### src/alert_handler_esc_pkg.sv
// Escalation-side sizes, counter types and the escalation state encoding
// Phase numbers are binary encoded, so N_PHASES must be a power of two

package alert_handler_esc_pkg;

  // Severity outputs and escalation phases
  localparam int unsigned N_ESC_SEV = 4;
  localparam int unsigned N_PHASES  = 4;

  // Timeout and phase counter width
  localparam int unsigned ESC_CNT_W = 16;

  // One bit per severity output
  typedef logic [N_ESC_SEV-1:0] sev_vec_t;

  // Phase at which a severity output turns on
  typedef logic [$clog2(N_PHASES)-1:0] phase_idx_t;

  // Cycle count for timeout and phase durations
  typedef logic [ESC_CNT_W-1:0] esc_cnt_t;

  // Phases are consecutive, TERMINAL follows PHASE3
  typedef enum logic [2:0] {
    IDLE     = 3'd0,
    TIMEOUT  = 3'd1,
    PHASE0   = 3'd2,
    PHASE1   = 3'd3,
    PHASE2   = 3'd4,
    PHASE3   = 3'd5,
    TERMINAL = 3'd6
  } esc_state_e;

endpackage

### src/alert_handler_pkg.sv
// Alert-side sizes and vector types
// Class numbers are binary encoded, so N_CLASSES must be a power of two
// Counts are unsigned and saturate in the accumulator

package alert_handler_pkg;

  //////////////////////////////////////////////////
  // Sizes
  //////////////////////////////////////////////////

  // Single-wire alert inputs
  localparam int unsigned N_ALERTS = 8;

  // Escalation classes
  localparam int unsigned N_CLASSES = 4;

  // Accumulation counter width
  localparam int unsigned ACCU_CNT_W = 8;

  //////////////////////////////////////////////////
  // Types
  //////////////////////////////////////////////////

  // Class number of one alert
  typedef logic [$clog2(N_CLASSES)-1:0] class_idx_t;

  // One bit per alert
  typedef logic [N_ALERTS-1:0] alert_vec_t;

  // One bit per class
  typedef logic [N_CLASSES-1:0] class_vec_t;

  // Accumulated event count, also used for the threshold
  typedef logic [ACCU_CNT_W-1:0] accu_cnt_t;

endpackage
### src/alert_handler.sv
// Alert handler top level
// Configuration ports are quasi-static and may only change while the
// affected class is being cleared
// Severity outputs are the OR of the per-class escalation requests

module alert_handler (
  input  logic                                                       clk_i,
  input  logic                                                       rst_n_i,
  input  alert_handler_pkg::alert_vec_t                              alert_i,
  input  alert_handler_pkg::alert_vec_t                              alert_en_i,
  input  alert_handler_pkg::alert_vec_t                              cause_clr_i,
  input  alert_handler_pkg::class_idx_t  [alert_handler_pkg::N_ALERTS-1:0]  alert_class_i,
  input  alert_handler_pkg::class_vec_t                              class_en_i,
  input  alert_handler_pkg::class_vec_t                              class_clr_i,
  input  alert_handler_pkg::accu_cnt_t   [alert_handler_pkg::N_CLASSES-1:0] accu_thresh_i,
  input  alert_handler_esc_pkg::esc_cnt_t [alert_handler_pkg::N_CLASSES-1:0] timeout_cyc_i,
  input  alert_handler_esc_pkg::esc_cnt_t [alert_handler_pkg::N_CLASSES-1:0] phase_cyc_i,
  input  alert_handler_esc_pkg::sev_vec_t [alert_handler_pkg::N_CLASSES-1:0] class_esc_en_i,
  input  alert_handler_esc_pkg::phase_idx_t
         [alert_handler_pkg::N_CLASSES-1:0][alert_handler_esc_pkg::N_ESC_SEV-1:0] class_esc_map_i,
  output alert_handler_pkg::class_vec_t                              irq_o,
  output alert_handler_pkg::alert_vec_t                              cause_o,
  output alert_handler_pkg::accu_cnt_t   [alert_handler_pkg::N_CLASSES-1:0] accu_cnt_o,
  output alert_handler_esc_pkg::esc_state_e [alert_handler_pkg::N_CLASSES-1:0] state_o,
  output alert_handler_esc_pkg::sev_vec_t                            esc_o
);

  alert_handler_pkg::class_vec_t class_trig;
  alert_handler_pkg::class_vec_t irq;

  alert_handler_esc_pkg::sev_vec_t [alert_handler_pkg::N_CLASSES-1:0] class_esc_req;
  alert_handler_pkg::class_vec_t   [alert_handler_esc_pkg::N_ESC_SEV-1:0] esc_req_trsp;

  //////////////////////////////////////////////////
  // Classification
  //////////////////////////////////////////////////

  alert_handler_class u_class (
    .clk_i         ( clk_i         ),
    .rst_n_i       ( rst_n_i       ),
    .alert_i       ( alert_i       ),
    .alert_en_i    ( alert_en_i    ),
    .cause_clr_i   ( cause_clr_i   ),
    .alert_class_i ( alert_class_i ),
    .class_en_i    ( class_en_i    ),
    .class_clr_i   ( class_clr_i   ),
    .class_trig_o  ( class_trig    ),
    .irq_o         ( irq           ),
    .cause_o       ( cause_o       )
  );

  assign irq_o = irq;

  //////////////////////////////////////////////////
  // Per-class accumulation and escalation
  //////////////////////////////////////////////////

  for (genvar c = 0; c < alert_handler_pkg::N_CLASSES; c++) begin : gen_classes
    logic accu_trig;

    alert_handler_accu u_accu (
      .clk_i        ( clk_i            ),
      .rst_n_i      ( rst_n_i          ),
      .clr_i        ( class_clr_i[c]   ),
      .class_trig_i ( class_trig[c]    ),
      .thresh_i     ( accu_thresh_i[c] ),
      .accu_cnt_o   ( accu_cnt_o[c]    ),
      .accu_trig_o  ( accu_trig        )
    );

    // A pending interrupt arms the timeout
    alert_handler_esc_timer u_esc_timer (
      .clk_i         ( clk_i              ),
      .rst_n_i       ( rst_n_i            ),
      .clr_i         ( class_clr_i[c]     ),
      .timeout_en_i  ( irq[c]             ),
      .accu_trig_i   ( accu_trig          ),
      .timeout_cyc_i ( timeout_cyc_i[c]   ),
      .phase_cyc_i   ( phase_cyc_i[c]     ),
      .esc_en_i      ( class_esc_en_i[c]  ),
      .esc_map_i     ( class_esc_map_i[c] ),
      .esc_sig_req_o ( class_esc_req[c]   ),
      .state_o       ( state_o[c]         )
    );
  end

  // Severity merge across classes
  for (genvar s = 0; s < alert_handler_esc_pkg::N_ESC_SEV; s++) begin : gen_sev
    for (genvar c = 0; c < alert_handler_pkg::N_CLASSES; c++) begin : gen_trsp
      assign esc_req_trsp[s][c] = class_esc_req[c][s];
    end
    assign esc_o[s] = |esc_req_trsp[s];
  end

endmodule

### src/alert_handler_esc_timer.sv
// Per-class escalation control
// One counter serves both the interrupt timeout and the phase durations
// Every phase lasts phase_cyc_i+1 cycles, and TERMINAL is left only by a clear
// Configuration is expected to stay stable while the class is not idle

module alert_handler_esc_timer (
  input  logic                                  clk_i,
  input  logic                                  rst_n_i,
  input  logic                                  clr_i,
  input  logic                                  timeout_en_i,
  input  logic                                  accu_trig_i,
  input  alert_handler_esc_pkg::esc_cnt_t       timeout_cyc_i,
  input  alert_handler_esc_pkg::esc_cnt_t       phase_cyc_i,
  input  alert_handler_esc_pkg::sev_vec_t       esc_en_i,
  input  alert_handler_esc_pkg::phase_idx_t [alert_handler_esc_pkg::N_ESC_SEV-1:0] esc_map_i,
  output alert_handler_esc_pkg::sev_vec_t       esc_sig_req_o,
  output alert_handler_esc_pkg::esc_state_e     state_o
);

  alert_handler_esc_pkg::esc_state_e state_d, state_q;
  alert_handler_esc_pkg::esc_cnt_t   cnt_d, cnt_q;
  alert_handler_esc_pkg::esc_cnt_t   cnt_inc;
  alert_handler_esc_pkg::phase_idx_t phase_idx;
  logic                              timeout_done;
  logic                              phase_done;
  logic                              in_phase;
  logic                              terminal;

  assign cnt_inc      = alert_handler_esc_pkg::esc_cnt_t'(cnt_q + 1'b1);
  // Only evaluated in TIMEOUT, which needs a non-zero timeout to be entered
  assign timeout_done = (cnt_q >= alert_handler_esc_pkg::esc_cnt_t'(timeout_cyc_i - 1'b1));
  assign phase_done   = (cnt_q >= phase_cyc_i);

  //////////////////////////////////////////////////
  // State machine
  //////////////////////////////////////////////////

  always_comb begin
    state_d = state_q;
    cnt_d   = cnt_q;

    case (state_q)
      alert_handler_esc_pkg::IDLE: begin
        cnt_d = '0;
        if (accu_trig_i && |esc_en_i) begin
          state_d = alert_handler_esc_pkg::PHASE0;
        end else if (timeout_en_i && timeout_cyc_i != '0) begin
          state_d = alert_handler_esc_pkg::TIMEOUT;
        end
      end

      // Interrupt pending and waiting for software
      alert_handler_esc_pkg::TIMEOUT: begin
        if (accu_trig_i || timeout_done) begin
          state_d = alert_handler_esc_pkg::PHASE0;
          cnt_d   = '0;
        end else if (!timeout_en_i) begin
          state_d = alert_handler_esc_pkg::IDLE;
          cnt_d   = '0;
        end else begin
          cnt_d = cnt_inc;
        end
      end

      alert_handler_esc_pkg::PHASE0: begin
        cnt_d = phase_done ? '0 : cnt_inc;
        if (phase_done) begin
          state_d = alert_handler_esc_pkg::PHASE1;
        end
      end

      alert_handler_esc_pkg::PHASE1: begin
        cnt_d = phase_done ? '0 : cnt_inc;
        if (phase_done) begin
          state_d = alert_handler_esc_pkg::PHASE2;
        end
      end

      alert_handler_esc_pkg::PHASE2: begin
        cnt_d = phase_done ? '0 : cnt_inc;
        if (phase_done) begin
          state_d = alert_handler_esc_pkg::PHASE3;
        end
      end

      alert_handler_esc_pkg::PHASE3: begin
        cnt_d = phase_done ? '0 : cnt_inc;
        if (phase_done) begin
          state_d = alert_handler_esc_pkg::TERMINAL;
        end
      end

      alert_handler_esc_pkg::TERMINAL: begin
        cnt_d = '0;
      end

      // Unused encoding
      default: begin
        state_d = alert_handler_esc_pkg::IDLE;
        cnt_d   = '0;
      end
    endcase

    // Class clear overrides everything
    if (clr_i) begin
      state_d = alert_handler_esc_pkg::IDLE;
      cnt_d   = '0;
    end
  end

  always_ff @(posedge clk_i or negedge rst_n_i) begin
    if (!rst_n_i) begin
      state_q <= alert_handler_esc_pkg::IDLE;
      cnt_q   <= '0;
    end else begin
      state_q <= state_d;
      cnt_q   <= cnt_d;
    end
  end

  //////////////////////////////////////////////////
  // Severity decode
  //////////////////////////////////////////////////

  always_comb begin
    in_phase  = 1'b1;
    phase_idx = '0;
    case (state_q)
      alert_handler_esc_pkg::PHASE0: phase_idx = alert_handler_esc_pkg::phase_idx_t'(0);
      alert_handler_esc_pkg::PHASE1: phase_idx = alert_handler_esc_pkg::phase_idx_t'(1);
      alert_handler_esc_pkg::PHASE2: phase_idx = alert_handler_esc_pkg::phase_idx_t'(2);
      alert_handler_esc_pkg::PHASE3: phase_idx = alert_handler_esc_pkg::phase_idx_t'(3);
      default:                       in_phase  = 1'b0;
    endcase
  end

  assign terminal = (state_q == alert_handler_esc_pkg::TERMINAL);

  // Cumulative, once a severity turns on it stays on until a clear
  always_comb begin
    for (int s = 0; s < alert_handler_esc_pkg::N_ESC_SEV; s++) begin
      esc_sig_req_o[s] = esc_en_i[s] & (terminal | (in_phase & (phase_idx >= esc_map_i[s])));
    end
  end

  assign state_o = state_q;

endmodule

### src/alert_handler_accu.sv
// Per-class accumulation counter
// Counts one per class event and holds at the maximum value
// The trigger fires on the event that arrives with the count already at the
// threshold, so escalation starts on event number thresh+1

module alert_handler_accu (
  input  logic                         clk_i,
  input  logic                         rst_n_i,
  input  logic                         clr_i,
  input  logic                         class_trig_i,
  input  alert_handler_pkg::accu_cnt_t thresh_i,
  output alert_handler_pkg::accu_cnt_t accu_cnt_o,
  output logic                         accu_trig_o
);

  alert_handler_pkg::accu_cnt_t cnt_q;
  logic                         cnt_sat;

  // All ones means saturated
  assign cnt_sat = &cnt_q;

  always_ff @(posedge clk_i or negedge rst_n_i) begin
    if (!rst_n_i) begin
      cnt_q <= '0;
    end else if (clr_i) begin
      cnt_q <= '0;
    end else if (class_trig_i && !cnt_sat) begin
      cnt_q <= alert_handler_pkg::accu_cnt_t'(cnt_q + 1'b1);
    end
  end

  // Compared against the registered count before this event
  assign accu_trig_o = class_trig_i & (cnt_q >= thresh_i);
  assign accu_cnt_o  = cnt_q;

endmodule

### src/alert_handler_class.sv
// Alert qualification, classification and sticky status bits
// Alerts are plain levels sampled on every clock edge
// Several alerts of one class in the same cycle give a single class event
// Clear pulses lose against a set in the same cycle

module alert_handler_class (
  input  logic                                                      clk_i,
  input  logic                                                      rst_n_i,
  input  alert_handler_pkg::alert_vec_t                             alert_i,
  input  alert_handler_pkg::alert_vec_t                             alert_en_i,
  input  alert_handler_pkg::alert_vec_t                             cause_clr_i,
  input  alert_handler_pkg::class_idx_t [alert_handler_pkg::N_ALERTS-1:0] alert_class_i,
  input  alert_handler_pkg::class_vec_t                             class_en_i,
  input  alert_handler_pkg::class_vec_t                             class_clr_i,
  output alert_handler_pkg::class_vec_t                             class_trig_o,
  output alert_handler_pkg::class_vec_t                             irq_o,
  output alert_handler_pkg::alert_vec_t                             cause_o
);

  alert_handler_pkg::alert_vec_t alert_fire;
  alert_handler_pkg::class_vec_t class_hit;
  alert_handler_pkg::class_vec_t class_trig;
  alert_handler_pkg::alert_vec_t cause_q;
  alert_handler_pkg::class_vec_t irq_q;

  //////////////////////////////////////////////////
  // Enable and classify
  //////////////////////////////////////////////////

  assign alert_fire = alert_i & alert_en_i;

  // OR of all fired alerts mapped to each class
  always_comb begin
    class_hit = '0;
    for (int c = 0; c < alert_handler_pkg::N_CLASSES; c++) begin
      for (int k = 0; k < alert_handler_pkg::N_ALERTS; k++) begin
        if (alert_fire[k] && alert_class_i[k] == alert_handler_pkg::class_idx_t'(c)) begin
          class_hit[c] = 1'b1;
        end
      end
    end
  end

  // Disabled classes raise no events
  assign class_trig = class_hit & class_en_i;

  //////////////////////////////////////////////////
  // Sticky cause and interrupt bits
  //////////////////////////////////////////////////

  always_ff @(posedge clk_i or negedge rst_n_i) begin
    if (!rst_n_i) begin
      cause_q <= '0;
      irq_q   <= '0;
    end else begin
      cause_q <= (cause_q & ~cause_clr_i) | alert_fire;
      irq_q   <= (irq_q & ~class_clr_i) | class_trig;
    end
  end

  assign class_trig_o = class_trig;
  assign irq_o        = irq_q;
  assign cause_o      = cause_q;

endmodule

### config.mk
export PLATFORM = sky130hd
export DESIGN_NAME = alert_handler
export DESIGN_NICKNAME = d
export VERILOG_FILES = /design/src/alert_handler_esc_pkg.sv /design/src/alert_handler_pkg.sv /design/src/alert_handler.sv /design/src/alert_handler_esc_timer.sv /design/src/alert_handler_accu.sv /design/src/alert_handler_class.sv
export SDC_FILE = /design/constraint.sdc
export NUM_CORES = 1
export LEC_CHECK = 0
export ABC_CLOCK_PERIOD_IN_PS = 4200
export BUFFER_PORTS_ARGS = -buffer_cell sky130_fd_sc_hd__buf_2
export CAP_MARGIN = 20
export CORE_MARGIN = 2
export CORE_UTILIZATION = 59
export CTS_CLUSTER_DIAMETER = 60
export CTS_CLUSTER_SIZE = 28
export DETAILED_ROUTE_END_ITERATION = 12
export PLACE_DENSITY = 0.88
export SETUP_SLACK_MARGIN = 0.4
export SLEW_MARGIN = 30
export SYNTH_ARGS = -nofsm -noshare
export SYNTH_HDL_FRONTEND = slang
export SYNTH_SLANG_ARGS = --single-unit
### constraint.sdc
create_clock -name clk_i -period 4.2 [get_ports clk_i]
set_input_delay 0.42 -clock clk_i [delete_from_list [all_inputs] [get_ports clk_i]]
set_output_delay 0.42 -clock clk_i [all_outputs]
set_load 0.01 [all_outputs]
## Yosys cells after proc, flatten, opt, wreduce, memory -nomap -nowiden

Index checks and enable logic that the tools add are counted.

- Register bits: 120
- Input bits: 258
- Output and inout bits: 60

- Add/sub/neg operators: 12
- $lt $le $gt $ge: 28
- Equal/unequal tests: 76
- Mux-type cells: 108
- Bitwise logic cells: 60
- Reduce and logical (&&, ||, !) cells: 92

Operators with widths:

| operator | number |
|---|---|
| $mux 16 | 16 |
| $ge 16x16->1 | 8 |
| $pmux 16 s2 | 4 |
| $mux 3 | 36 |
| $pmux 3 s7 | 4 |
| $add 16x1->16 const B | 4 |
| $mux 8 | 8 |
| $reduce_bool 16->1 | 4 |
| $sub 16x1->16 const B | 4 |
| $ne 3x2->1 const B | 16 |
| $reduce_or 4->1 | 12 |
| $logic_and 1x1->1 | 44 |
| $and 1x1->1 | 36 |
| $eq 3x3->1 const B | 12 |
| $mux 1 | 36 |
| $add 8x1->8 const B | 4 |
| $eq 2x2->1 const B | 16 |
| $ge 2x2->1 | 16 |
| $ge 8x8->1 | 4 |
| $reduce_and 8->1 | 4 |
| $reduce_and 7->1 | 4 |
| $eq 3x2->1 const B | 8 |
| $pmux 2 s3 | 4 |
| $and 8x8->8 | 2 |
| other kinds (16) | 70 |

## Logic depth before layout (Yosys ltp)

- Word-level depth: 16
- Mapped depth: 15
- Depth with buffers taken out: 14

## Modules after synthesis

A second synthesis with hierarchy kept.

- Cell total of the unflattened synthesis: 1,452
- Area, all modules: 12,150.4 µm²

Modules (own cells, without submodules):

| module | instances | cells an instance | area an instance (µm²) |
|---|---|---|---|
| alert_handler_esc_timer (gen_classes[0].u_esc_timer ...) | 2 | 265 | 2,225.9 |
| alert_handler_accu | 4 | 70 | 613.1 |
| alert_handler_esc_timer (gen_classes[3].u_esc_timer) | 1 | 280 | 2,262.2 |
| alert_handler_esc_timer (gen_classes[1].u_esc_timer) | 1 | 272 | 2,223.4 |
| alert_handler_class | 1 | 86 | 730.7 |
| alert_handler | 1 | 4 | 30.0 |

## Least setup slack after synthesis

No wires, ideal clock.

- Kind: input-to-reg
- Start point: in timeout_cyc_i[0] in the netlist's numbering
- End point: reg gen_classes[0].u_esc_timer.cnt_q[10]
- Arrival: 3.707 ns
- Data required time: 4.128 ns
- Setup slack: 0.420 ns
- Stages: 14
- Path buffers: 1
- Cells stage by stage: inv_1 > ha_1 > or4b_1 > or3_4 > or3_4 > xor2_1 > ha_1 > nand4_1 > a21oi_1 > a2111oi_1 > nand4_2 > a21o_1 > clkbuf_1 > nor2_1

- Word-level cells in the longest chain between the ends: 6

RTL lines:

| item | line | text |
|---|---|---|
| start, declared | alert_handler.sv:16 | `input alert_handler_esc_pkg::esc_cnt_t [alert_handler_pkg::N_CLASSES-1:0] timeout_cyc_i,` |
| $sub 16x1->16 | alert_handler_esc_timer.sv:31 | `assign timeout_done = (cnt_q >= alert_handler_esc_pkg::esc_cnt_t'(timeout_cyc_i - 1'b1));` |
| $ge 16x16->1 | alert_handler_esc_timer.sv:31 |  |
| $logic_or 1x1->1 | alert_handler_esc_timer.sv:54 | `if (accu_trig_i \|\| timeout_done) begin` |
| $mux 16 | alert_handler_esc_timer.sv:54 |  |
| $pmux 16 s2 | alert_handler_esc_timer.sv:42 | `case (state_q)` |
| $mux 16 | alert_handler_esc_timer.sv:105 | `if (clr_i) begin` |
| net gen_classes[0].u_esc_timer.cnt_d[10] | alert_handler_esc_timer.sv:21 | `alert_handler_esc_pkg::esc_cnt_t cnt_d, cnt_q;` |
| end signal, assigned | alert_handler_esc_timer.sv:117 | `cnt_q <= cnt_d;` |
| end, declared | alert_handler_esc_timer.sv:21 |  |

The timed path passes the listed nets, and every way through them passes these cells.
A chain may end at the register's enable or synchronous reset.

## Final worst setup path

- Start point: reg gen_classes[1].u_esc_timer.state_q[1]
- End point: out esc_o[3]

- Word-level cells in the longest chain between the ends: 7
- Elaborated cells on any way between the ends: 13
- Classes of those cells: order compare (1); eq/ne (5); mux (2); bitwise (3); reduce/logical (2)

RTL lines:

| item | line | text |
|---|---|---|
| start, declared | alert_handler_esc_timer.sv:20 | `alert_handler_esc_pkg::esc_state_e state_d, state_q;` |
| start signal, assigned | alert_handler_esc_timer.sv:113 | `state_q <= alert_handler_esc_pkg::IDLE;` |
| start signal, assigned | alert_handler_esc_timer.sv:116 | `state_q <= state_d;` |
| $eq 3x3->1 / $eq 3x2->1 (equally long branches) | alert_handler_esc_timer.sv:128 | `case (state_q)` |
| $pmux 2 s3 / $reduce_or 4->1 (equally long branches) | -- |  |
| $ge 2x2->1 / $mux 1 (equally long branches) | alert_handler_esc_timer.sv:142, alert_handler_esc_timer.sv:128 |  |
| $and 1x1->1 | alert_handler_esc_timer.sv:142 | `esc_sig_req_o[s] = esc_en_i[s] & (terminal \| (in_phase & (phase_idx >= esc_map_i[s])));` |
| $or 1x1->1 (*) | alert_handler_esc_timer.sv:142 |  |
| $and 1x1->1 (*) | alert_handler_esc_timer.sv:142 |  |
| $reduce_or 4->1 (*) | alert_handler.sv:92 | `assign esc_o[s] = \|esc_req_trsp[s];` |
| end, declared | alert_handler.sv:25 | `output alert_handler_esc_pkg::sev_vec_t esc_o` |

Mark *: on every way between the ends. The rest lies on a longest branch, timed or not.

==> flow_metrics.tcl <==
set metrics [dict create \
    seq_power_share_pct 36.1 \
    io_buffer_count 317 \
    vias 11741 \
    wl_per_cell_um 16.1 \
    async_flop_share_pct 100 \
    drive_gt1_share_pct 20.9 \
    r2r_setup_slack_ns 1.43 \
    syn_to_final_growth_pct 20.8 \
    whs_ns 0.169 \
    setup_viol 0 \
    outcome "finished, final reports clean" \
    drt_iter0_markers 647 \
    critPathCapture "esc_o[3]" \
    die-area_sq_um 21400 \
    die_y_um 146 \
    io_pins 318 \
    synthesis.area_sq_um 12000 \
    cp-start-kind "register" \
    holdPathStages 2 \
    grt_use_total_pct 30.3 \
    tightestPinTransition_ns 0.870 \
    peakVddDrop_v 0.000280 \
    synth_cell_types 69 \
    dp_hpwl_um 26900 \
    ant_nets 0 \
    synthMuxAreaShare_pct 0.701 \
    endpoint_kind "output port" \
    grt_pass1_wl_um 53200 \
    ff2ff_path_depth 9 \
    antenna_found_initial 2 \
    min_path_type "in2reg" \
    critPathArrivalTime_ns 3.16 \
    cap_violations 0 \
    synth_edf_count 0 \
    layout_common_cells "316 x buf_2, 216 x ha_1, 157 x inv_1" \
    power_frac_comb_pct 26.0 \
    synth_cells 1429 \
    dr.pass1.iters 5 \
    crit_fanout 11 \
    core-area_sq_um 20000 \
    path_class "reg2out" \
    r2r-start "gen_classes[2].u_esc_timer.cnt_q[0]" \
    core.rowCount 52 \
    final_area_sq_um 14500 \
    p_sw_uw 1170 \
    leakage_uw 0.00756 \
    avgViaCountPerCell 5.77 \
    place_area_sq_um 13900 \
    synth_top_family_by_area "adder cells" \
    htreeDepth 4 \
    final_common_cell "buf_2" \
    die_width_um 146 \
    cts_max_path_buffers 2 \
    worstReg2RegEnd "gen_classes[2].u_esc_timer.cnt_q[14]" \
    nets 2225 \
    cts_num_sinks 120 \
    post-route-period-util_pct 85.3 \
    crit_start "gen_classes[1].u_esc_timer.state_o[1]" \
    fmax_ghz 0.279 \
    cts_tree "done" \
    synthTopCellsByArea "dfrtp_1 25%, ha_1 23%, xor2_1 5.4%, inv_1 4.9%, xnor2_1 4.9%" \
    grt_pass1_vias 11370 \
    synth_nets 1903 \
    clkPwrFrac_pct 37.9 \
    internal_power_uw 2440 \
    final_max_slew_viol_count 0 \
    gp_congestion 0.929 \
    clock_latency_ns 0.42 \
    yosysWarnings 0 \
    yosysSeqAreaShare_pct 25.1 \
    min_period_ns 3.58 \
    synthFlopType "dfrtp_1" \
    yosys.area.top_type_share_pct 25.1 \
    drc 0 \
    drt_wl_total_um 32800 \
    grt_max_degree 64 \
    synthSimpleGateAreaFrac_pct 21.7 \
    rsz0062_at_grt "no" \
    numCtsBuffers 17 \
    start_util_pct 59.7 \
    synth_fa_ha_area_share_pct 22.6 \
    hold_viol_final 0 \
    clock_skew_ns 0.0146 \
    syn_area_per_cell_sq_um 8.37 \
    power_density_nw_per_um2 250 \
    synth_top_area_cell "dfrtp_1" \
    overflow 0 \
    cts.clk_slew.worst_paths_ns 0.06 \
    swShare_pct 32.5 \
    tns_ns 0 \
    synth_compound_gate_area_share_pct 13.8 \
    crit_required_ns 3.78 \
    maxSlewHeadroom_pct 41.5 \
    clock-root-buffer "clkbuf_16" \
    synthXorXnorAreaFrac_pct 10.3 \
    synth-seq-cells 120 \
]
critical path: stages (launching register included):
cell and delay, ns:
dfrtp_1 0.55, inv_1 0.17, ha_1 0.23, and3_1 0.14, o21ai_1 0.33, ha_1 0.31, nand2b_1 0.14, a21oi_1 0.14
o21ai_0 0.08, a22oi_1 0.39, nand2_1 0.09, buf_2 0.17
power groups by stage:
stage	Clock [uW]	Combinational (uW)	Sequential, uW
detailed placement	0	921	1320
global placement	0	886	1320
finish	1370	938	1300
CTS	1380	929	1300
global route	1430	1060	1310
floorplan	0	561	1290
cell usage after synthesis, types with 10 or more instances:
cell type    n
nand3_1     52
a21oi_1     59
nor4_1      17
clkbuf_1    17
nand2_1     80
ha_1       216
nor3_1      53
xor2_1      74
nor2_1     145
nand2b_1    29
nand4b_1    10
nand4_1     42
dfrtp_1    120
o21ai_1     11
and3_1      26
inv_1      157
o21ai_0     58
a211oi_1    17
a21o_1      29
xnor2_1     67
per-stage QoR:
| step | instances | power, uW | setup slack, ns | utilization (%) |
|---|---|---|---|---|
| after floorplan | 1429 | 1850 | 0.420 | - |
| after global placement | 2000 | 2200 | 0.347 | 69.1 |
| after detailed placement | 2000 | 2240 | 0.207 | 69.1 |
| after CTS | 2032 | 3610 | 0.486 | 71.9 |
| after global routing | 2034 | 3800 | 0.426 | 72.1 |
| final | 2036 | 3610 | 0.617 | 72.1 |
area by class of cell:
type	instances	area, sq um
diodes	2	5.00
clock buffers	20	447
clock inverters	12	104
fillers	1574	5580
inverters	158	593
multi-input cells	1130	8290
flip-flops and latches	120	3000
well taps	270	338
repair buffers	324	1680
cell families after synthesis:
kind of cell	Yosys count
compound gates	255
mux	8
xor+xnor	141
fa+ha+maj	216
flops	120
simple gates	510
buf+inv	179
routing by layer:
layer,vias up,part of all wire (%),GRT usage (%)
met3,68,5.9,4.56
met5,-,0.040,0
li1,5745,-,-
met4,2,2.6,10.4
met2,441,49,53.3
met1,5485,42,38.0
registers in the layout, indices dropped and copies added, names as in the netlist:
register / count
gen_classes.u_accu.accu_cnt_o: 32
gen_classes.u_esc_timer.cnt_q: 64
gen_classes.u_esc_timer.state_o: 12
u_class.cause_o: 8
u_class.irq_o: 4
worst min-delay path by stage:
stage,start,endpoint,slack (ns)
3_3_place_gp,gen_classes[0].u_esc_timer.cnt_q[0],gen_classes[0].u_esc_timer.cnt_q[0],0.50
2_1_floorplan,rst_n_i,gen_classes[0].u_accu.accu_cnt_o[0],0.12
4_1_cts,rst_n_i,u_class.cause_o[5],0.14
3_5_place_dp,gen_classes[3].u_esc_timer.cnt_q[0],gen_classes[3].u_esc_timer.cnt_q[0],0.51
5_1_grt,cause_clr_i[3],u_class.cause_o[3],0.18
6_report,cause_clr_i[3],u_class.cause_o[3],0.17
what timing repair did:
item,CTS,global route
buffers inserted,0,0
gates resized for setup,1,4
hold endpoints to repair,0,13
pin swaps,0,0
hold buffers,0,1
cloned,0,0
endpoints found under the setup margin,2,14
Note: power is estimated with default switching activity, not from simulation.
